==> src/fp_misc_pkg.sv <==
// Widths, operation codes, floating-point word union and packet structs
package fp_misc_pkg;

  ////////////////////
  // Single-precision layout
  localparam int FLEN         = 32;
  localparam int EXPO_WIDTH   = 8;
  localparam int FRAC_WIDTH   = 23;
  localparam int CLASS_MASK_W = 10;

  // Returned by min/max when both inputs are NaN
  localparam logic [FLEN-1:0] CANONICAL_NAN = 32'h7FC0_0000;

  ////////////////////
  // Operation codes
  typedef enum logic [3:0] {
    FSGNJ,
    FSGNJN,
    FSGNJX,
    FMIN,
    FMAX,
    FEQ,
    FLT,
    FLE,
    FCLASS
  } fp_op_e;

  ////////////////////
  // Floating-point word as raw bits or as fields
  typedef struct packed {
    logic                  sign;
    logic [EXPO_WIDTH-1:0] exponent;
    logic [FRAC_WIDTH-1:0] fraction;
  } fp_fields_t;

  typedef union packed {
    logic [FLEN-1:0] bits;
    fp_fields_t      f;
  } fp_word_u;

  // Special case flags of one operand
  typedef struct packed {
    logic is_inf;
    logic is_snan;
    logic is_qnan;
    logic is_zero;
    logic is_subnormal;
  } fp_class_t;

  ////////////////////
  // Packets
  typedef struct packed {
    fp_op_e   op;
    fp_word_u rs1;
    fp_word_u rs2;
  } fp_request_t;

  typedef struct packed {
    fp_request_t req;
    fp_class_t   cls1;
    fp_class_t   cls2;
    logic        mag_lt;  // |rs1| < |rs2| with sign ignored
  } fp_classified_t;

  typedef struct packed {
    logic [FLEN-1:0] value;
    logic            invalid;
  } fp_result_t;

endpackage

==> src/fp_operand_classifier.sv <==
// Request acceptance by req/ack, operand classification and magnitude order
`timescale 1ns/1ps

module fp_operand_classifier (
  input  logic                        clk,
  input  logic                        i_arst_n,
  input  logic                        i_req,
  input  fp_misc_pkg::fp_request_t    i_request,
  input  logic                        i_full,
  output logic                        o_ack,
  output logic                        o_push,
  output fp_misc_pkg::fp_classified_t o_entry
);
  import fp_misc_pkg::*;

  logic        ack_q;
  logic        push_q;
  logic        capture;
  fp_request_t req_q;
  fp_class_t   cls1;
  fp_class_t   cls2;
  logic        mag_lt;

  // Decode the special cases of one operand from its fields
  function automatic fp_class_t classify(input fp_word_u w);
    fp_class_t c;
    logic      exp_ones;
    logic      exp_zero;
    logic      frac_zero;
    exp_ones       = &w.f.exponent;
    exp_zero       = ~|w.f.exponent;
    frac_zero      = ~|w.f.fraction;
    c.is_inf       = exp_ones & frac_zero;
    // Top fraction bit picks quiet over signalling
    c.is_snan      = exp_ones & ~frac_zero & ~w.f.fraction[FRAC_WIDTH-1];
    c.is_qnan      = exp_ones & w.f.fraction[FRAC_WIDTH-1];
    c.is_zero      = exp_zero & frac_zero;
    c.is_subnormal = exp_zero & ~frac_zero;
    return c;
  endfunction

  ////////////////////
  // Four-phase acceptance
  assign capture = i_req & ~ack_q & ~i_full;

  always_ff @(posedge clk or negedge i_arst_n) begin
    if (!i_arst_n) begin
      ack_q  <= 1'b0;
      push_q <= 1'b0;
    end else begin
      push_q <= capture;
      if (capture) begin
        ack_q <= 1'b1;
      end else if (ack_q && !i_req) begin
        ack_q <= 1'b0;
      end
    end
  end

  // Captured request
  always_ff @(posedge clk) begin
    if (capture) begin
      req_q <= i_request;
    end
  end

  ////////////////////
  // Classification on the captured request
  assign cls1 = classify(req_q.rs1);
  assign cls2 = classify(req_q.rs2);

  // Magnitude order on exponent and fraction as in the swap decision
  assign mag_lt = {req_q.rs1.f.exponent, req_q.rs1.f.fraction} <
                  {req_q.rs2.f.exponent, req_q.rs2.f.fraction};

  assign o_ack          = ack_q;
  assign o_push         = push_q;
  assign o_entry.req    = req_q;
  assign o_entry.cls1   = cls1;
  assign o_entry.cls2   = cls2;
  assign o_entry.mag_lt = mag_lt;

endmodule

==> src/fp_request_fifo.sv <==
// Circular FIFO of classified requests
`timescale 1ns/1ps

module fp_request_fifo #(
  parameter int DEPTH = 4
) (
  input  logic                        clk,
  input  logic                        i_arst_n,
  input  logic                        i_push,
  input  fp_misc_pkg::fp_classified_t i_entry,
  input  logic                        i_pop,
  output logic                        o_full,
  output logic                        o_empty,
  output fp_misc_pkg::fp_classified_t o_head
);
  import fp_misc_pkg::*;

  localparam int PTR_W = (DEPTH > 1) ? $clog2(DEPTH) : 1;
  localparam int CNT_W = $clog2(DEPTH + 1);

  fp_classified_t   mem [DEPTH];
  logic [PTR_W-1:0] wr_ptr_q;
  logic [PTR_W-1:0] rd_ptr_q;
  logic [CNT_W-1:0] count_q;
  logic             do_push;
  logic             do_pop;

  assign do_push = i_push & (count_q != CNT_W'(DEPTH));
  assign do_pop  = i_pop & ~o_empty;

  // Full also counts a push in progress
  assign o_full  = (count_q == CNT_W'(DEPTH)) |
                   (i_push & (count_q == CNT_W'(DEPTH - 1)));
  assign o_empty = (count_q == '0);
  assign o_head  = mem[rd_ptr_q];

  always_ff @(posedge clk) begin
    if (do_push) begin
      mem[wr_ptr_q] <= i_entry;
    end
  end

  ////////////////////
  // Pointers and occupancy
  always_ff @(posedge clk or negedge i_arst_n) begin
    if (!i_arst_n) begin
      wr_ptr_q <= '0;
      rd_ptr_q <= '0;
      count_q  <= '0;
    end else begin
      if (do_push) begin
        wr_ptr_q <= (wr_ptr_q == PTR_W'(DEPTH - 1)) ? '0 : wr_ptr_q + 1'b1;
      end
      if (do_pop) begin
        rd_ptr_q <= (rd_ptr_q == PTR_W'(DEPTH - 1)) ? '0 : rd_ptr_q + 1'b1;
      end
      count_q <= count_q + CNT_W'(do_push) - CNT_W'(do_pop);
    end
  end

endmodule

==> src/fp_misc_unit.sv <==
// Sign injection, min/max, compares and class mask with req/ack result output
`timescale 1ns/1ps

module fp_misc_unit (
  input  logic                        clk,
  input  logic                        i_arst_n,
  input  logic                        i_empty,
  input  fp_misc_pkg::fp_classified_t i_head,
  input  logic                        i_ack,
  output logic                        o_pop,
  output logic                        o_req,
  output fp_misc_pkg::fp_result_t     o_result
);
  import fp_misc_pkg::*;

  fp_word_u                rs1;
  fp_word_u                rs2;
  fp_class_t               c1;
  fp_class_t               c2;
  logic                    nan1;
  logic                    nan2;
  logic                    snan_any;
  logic                    bits_eq;
  logic                    both_zero;
  logic                    lt_total;
  logic                    lt;
  logic                    eq;
  logic [CLASS_MASK_W-1:0] class_mask;
  fp_result_t              res_d;
  fp_result_t              res_q;
  logic                    req_q;

  assign rs1 = i_head.req.rs1;
  assign rs2 = i_head.req.rs2;
  assign c1  = i_head.cls1;
  assign c2  = i_head.cls2;

  assign nan1      = c1.is_snan | c1.is_qnan;
  assign nan2      = c2.is_snan | c2.is_qnan;
  assign snan_any  = c1.is_snan | c2.is_snan;
  assign bits_eq   = rs1.bits == rs2.bits;
  assign both_zero = c1.is_zero & c2.is_zero;

  ////////////////////
  // Ordering from signs and magnitude order
  // Total order for min/max puts -0 below +0
  assign lt_total = (rs1.f.sign != rs2.f.sign) ? rs1.f.sign :
                    rs1.f.sign ? (~i_head.mag_lt & ~bits_eq) : i_head.mag_lt;
  assign lt       = lt_total & ~both_zero;
  assign eq       = bits_eq | both_zero;

  // One-hot class, RISC-V bit order
  assign class_mask = {
    c1.is_qnan,
    c1.is_snan,
    ~rs1.f.sign & c1.is_inf,
    ~rs1.f.sign & ~c1.is_inf & ~nan1 & ~c1.is_zero & ~c1.is_subnormal,
    ~rs1.f.sign & c1.is_subnormal,
    ~rs1.f.sign & c1.is_zero,
    rs1.f.sign & c1.is_zero,
    rs1.f.sign & c1.is_subnormal,
    rs1.f.sign & ~c1.is_inf & ~nan1 & ~c1.is_zero & ~c1.is_subnormal,
    rs1.f.sign & c1.is_inf
  };

  ////////////////////
  // Result select
  always_comb begin
    res_d.value   = '0;
    res_d.invalid = 1'b0;
    case (i_head.req.op)
      FSGNJ:  res_d.value = {rs2.f.sign, rs1.bits[FLEN-2:0]};
      FSGNJN: res_d.value = {~rs2.f.sign, rs1.bits[FLEN-2:0]};
      FSGNJX: res_d.value = {rs1.f.sign ^ rs2.f.sign, rs1.bits[FLEN-2:0]};
      FMIN, FMAX: begin
        if (nan1 && nan2) begin
          res_d.value = CANONICAL_NAN;
        end else if (nan1) begin
          res_d.value = rs2.bits;
        end else if (nan2) begin
          res_d.value = rs1.bits;
        end else if (i_head.req.op == FMIN) begin
          res_d.value = lt_total ? rs1.bits : rs2.bits;
        end else begin
          res_d.value = lt_total ? rs2.bits : rs1.bits;
        end
        res_d.invalid = snan_any;
      end
      FEQ: begin
        res_d.value[0] = ~nan1 & ~nan2 & eq;
        res_d.invalid  = snan_any;
      end
      FLT: begin
        res_d.value[0] = ~nan1 & ~nan2 & lt;
        res_d.invalid  = nan1 | nan2;
      end
      FLE: begin
        res_d.value[0] = ~nan1 & ~nan2 & (lt | eq);
        res_d.invalid  = nan1 | nan2;
      end
      FCLASS: res_d.value = {{(FLEN - CLASS_MASK_W){1'b0}}, class_mask};
      default: res_d.value = '0;
    endcase
  end

  ////////////////////
  // Output four-phase handshake
  // Next pop waits for ack low after the previous result
  assign o_pop = ~req_q & ~i_ack & ~i_empty;

  always_ff @(posedge clk or negedge i_arst_n) begin
    if (!i_arst_n) begin
      req_q <= 1'b0;
    end else if (req_q && i_ack) begin
      req_q <= 1'b0;
    end else if (o_pop) begin
      req_q <= 1'b1;
    end
  end

  always_ff @(posedge clk) begin
    if (o_pop) begin
      res_q <= res_d;
    end
  end

  assign o_req    = req_q;
  assign o_result = res_q;

endmodule

==> src/fp_misc_top.sv <==
// Top level joining classifier, request FIFO and misc operation unit
`timescale 1ns/1ps

module fp_misc_top #(
  parameter int FIFO_DEPTH = 4
) (
  input  logic                     clk,
  input  logic                     i_arst_n,
  input  logic                     i_req,
  input  fp_misc_pkg::fp_request_t i_request,
  input  logic                     i_ack,
  output logic                     o_ack,
  output logic                     o_req,
  output fp_misc_pkg::fp_result_t  o_result
);
  import fp_misc_pkg::*;

  logic           push;
  logic           pop;
  logic           full;
  logic           empty;
  fp_classified_t entry;
  fp_classified_t head;

  fp_operand_classifier u_classifier (
    .clk       (clk),
    .i_arst_n  (i_arst_n),
    .i_req     (i_req),
    .i_request (i_request),
    .i_full    (full),
    .o_ack     (o_ack),
    .o_push    (push),
    .o_entry   (entry)
  );

  fp_request_fifo #(.DEPTH(FIFO_DEPTH)) u_fifo (
    .clk      (clk),
    .i_arst_n (i_arst_n),
    .i_push   (push),
    .i_entry  (entry),
    .i_pop    (pop),
    .o_full   (full),
    .o_empty  (empty),
    .o_head   (head)
  );

  fp_misc_unit u_misc_unit (
    .clk      (clk),
    .i_arst_n (i_arst_n),
    .i_empty  (empty),
    .i_head   (head),
    .i_ack    (i_ack),
    .o_pop    (pop),
    .o_req    (o_req),
    .o_result (o_result)
  );

endmodule

==> config.mk <==
export PLATFORM = sky130hd
export DESIGN_NAME = fp_misc_top
export DESIGN_NICKNAME = d
export VERILOG_FILES = /design/src/fp_misc_pkg.sv /design/src/fp_operand_classifier.sv /design/src/fp_request_fifo.sv /design/src/fp_misc_unit.sv /design/src/fp_misc_top.sv
export SDC_FILE = /design/constraint.sdc
export NUM_CORES = 1
export LEC_CHECK = 0
export ABC_AREA = 1
export BUFFER_PORTS_ARGS = -buffer_cell sky130_fd_sc_hd__buf_2
export CORE_MARGIN = 2
export CORE_UTILIZATION = 55
export CTS_CLUSTER_DIAMETER = 100
export DETAILED_ROUTE_END_ITERATION = 8
export MAX_ROUTING_LAYER = met4
export PLACE_DENSITY = 0.84
export SLEW_MARGIN = 20
export SYNTH_ARGS = -nofsm -noshare
export SYNTH_HDL_FRONTEND = slang
export SYNTH_SLANG_ARGS = --single-unit
export TNS_END_PERCENT = 5
==> constraint.sdc <==
create_clock -name clk -period 6.3 [get_ports clk]
set_clock_uncertainty 0.05 [all_clocks]
set_input_delay 0.315 -clock clk [delete_from_list [all_inputs] [get_ports clk]]
set_output_delay 0.315 -clock clk [all_outputs]
set_load 0.02 [all_outputs]
==> metrics <==
RSZ-0062 raised after global routing no; xor/xnor share of the synthesized area 0.04682%; Finished Core Util 64.15%; Die H 188.4 um; Yosys warning count 0; Hold Violations, Final 0; Clock Sinks 419; First DRT Iteration DRCs 1924; RD Place Congestion 0.9584; DRT antenna net count 0; Post-CTS Resized 0; Final setup viols 0; synth top area cells edfxtp_1, nand2_1, nand3_1, ha_1, inv_1; CP max FO 64; leakage 8.783 nW; Mapped Cells 1754; clk root buf clkbuf_16; ANT cells 0; Total Die Area 35500 sq um; Hold Crit Class in2async; Mapped Nets 1866; initial antenna violation count 0; drt via density 5.720; layout cell share with drive strength beyond 1 11.01%; # IOs 107; Adder-Cell Fraction of Synth Area 2.716%; reg2reg path depth 21; multi-input logic area 5269 sq um; synth cell count leaders nand2_1, edfxtp_1, nand3_1; H-Tree Depth 2; sum of negative setup slack 0 ps; WL final 48100 um; # fillers 2534; first-pass GRT wire length 74150 um; largest net degree at the start of global routing 73; post-synthesis mux area share 0%; Cell Area, Synth 18710 sq um; Area growth, synth to finish 14.99%; CP Launch Type register; CP Cell Sequence buf_4, buf_4, nand2_1, nand3_1, nand2_1, nand3_1, nand2_1, inv_1, nand2_1, nor2_1, nand2_1, nor2_1, nand2_1, nand2_1, nand2_1, nand3_1, nand3_4, nand2_4, nand2_1, nand3_1, nand3_1; post-synth cell types 42; Die X 188.4 um; Critical-path top delay cell dfrtp_4; MaxCap Viol Count 0; largest family of logic cells by synthesized area simple AND/OR/NAND/NOR gates; Clock Latency Late Sink 550 ps; power per cell area 469.6 nW/um^2; Max-slew headroom 32.54%; min Tclk post-route 5094 ps; worst path buffer plus inverter count 3; Finished Cell Area 21510 sq um; I/O Buffers 106; simple-gate share of the synthesized area 22.34%; Post-DP Area 19500 sq um; Crit path required time 6510 ps; worst setup margin 1206 ps; fin crit share 80.86%; # rows 67; CTS tree built; Initial Utilization 55.79%; Worst-Margin Slew 1012 ps; Critical Path Stages 21; total CTS buffers 43; placed cells 2252; Top cell by count, worst path nand2_1; clk slew on worst S/H paths 60 ps; drt first pass iters 5; CTS max path bufs 3; fmax 196.3 MHz; total gr overflow 0; VDD IR max 264.6 uV; CP max stage delay 730 ps; Synth top area share 65.65%; Total GRT Usage 28.15%; CP Class reg2reg; Non-Filler Instances 2401; Synth Flop Type edfxtp_1; Crit. End Element register; max-slew violations 0; Compound-Gate Fraction of Synth Area 2.836%; EDFF count, synth 409; HPWL after detailed placement 30690 um; pre-CTS WS 1421 ps; drc violations 0; post-synthesis register bit count 419; Avg WL per Cell 20.03 um; via count 13730; Async SR Flop Fraction 2.387%; area leader, netlist edfxtp_1; syn avg cell area 10.67 sq um; nets 2032; Worst path top cell family by delay simple AND/OR/NAND/NOR gates; Placeable Area 33530 sq um; register area share after synthesis 66.99%; outcome completed; top-count cell post-synth nand2_1; critical path arrival 5300 ps; number of global-route vias before repair 13180; Register Area 12540 sq um
cell families (layout without fill, tap and decap cells):
group	after synthesis	after routing
flip-flops	419	419
XOR/XNOR	1	1
buffers and inverters	199	398
AND/OR/NAND/NOR	1010	1010
AO/OA/AOI/OAI	85	85
adder cells (fa/ha/maj)	40	40
worst reg2reg max path, delay by kind of cell (launching register included):
family	cells	cell delay (ps)
and+or+nand+nor	18	2660
buffers and inverters	3	1380
DFF	1	730
path summary, 6_finish.rpt:
| kind | start | endpoint | slack [ps] |
|---|---|---|---|
| setup reg to reg | u_fifo.rd_ptr_q[0] | u_misc_unit.o_result[4] | 1210 |
| setup / recovery | u_fifo.rd_ptr_q[0] | u_misc_unit.o_result[4] | 1210 |
| hold / removal | i_arst_n | u_fifo.count_q[0] | 120 |
| hold reg to reg | u_classifier.o_entry[77] | u_fifo.mem[3][77] | 460 |
| max in group asynchronous | i_arst_n | u_fifo.rd_ptr_q[0] | 5850 |
| min in group clk | i_ack | u_misc_unit.o_req | 430 |
layout make-up:
type                            instances  share of cell area, %
Clock buffer                           47                  5.072
Clock inverter                         31                 0.9830
Inverter                              127                  2.234
Multi-Input combinational cell       1136                  24.49
Sequential cell                       419                  58.28
Tap cell                              448                  2.606
Timing Repair Buffer                  193                  6.329
power by group:
group          total [mW]  switching, mW  leakage [nW]  internal, mW
combinational        3.87           2.84          4.27          1.03
sequential           3.86          0.289          3.88          3.57
clock                2.37           1.04         0.635          1.33
total                10.1           4.17          8.78          5.94
state kept, by name (all words and copies together) (netlist names):
register and count:
u_fifo.mem 308, u_classifier.o_entry 68, u_misc_unit.o_result 33, u_fifo.count_q 3, u_fifo.rd_ptr_q 2, u_fifo.wr_ptr_q 2
u_classifier.o_ack 1, u_classifier.o_push 1, u_misc_unit.o_req 1
cell usage in the layout (no fill, tap or decap), drive strengths merged, types with 3 or more instances in the layout:
| cell | n |
|---|---|
| edfxtp | 409 |
| nand2 | 719 |
| dlygate4sd3 | 71 |
| clkbuf | 47 |
| nor2 | 47 |
| nand3b | 3 |
| clkinv | 24 |
| inv | 128 |
| o22ai | 3 |
| nor4 | 13 |
| clkinvlp | 4 |
| a211oi | 3 |
| dfrtp | 10 |
| a32o | 4 |
| a21oi | 38 |
| a32oi | 8 |
| o21ai | 19 |
| nand3 | 198 |
| buf | 122 |
| nand4 | 17 |
| ha | 39 |
| nor3 | 11 |
timing repair:
item,4_1_cts,5_1_grt
hold endpoints to repair,80,0
buffers inserted,0,0
hold buffers,71,0
routing by layer:
layer | GRT usage [%] | vias to the layer above | part of all wire (%)
li1 | - | 6305 | -
met5 | - | - | 0
met3 | 4.526 | 141 | 10
met2 | 46.21 | 856 | 48
met1 | 35.77 | 6431 | 38
met4 | 10.13 | 0 | 3.9
through the flow:
step | power (mW) | hold slack, ps
3_3_place_gp | 7.492 | 151.1
5_1_grt | 10.66 | 147.6
2_1_floorplan | 6.600 | -30.59
4_1_cts | 10.03 | 127.0
3_5_place_dp | 7.640 | 152.8
6_report | 10.10 | 117.0
Power figures use the tool's default switching activity.
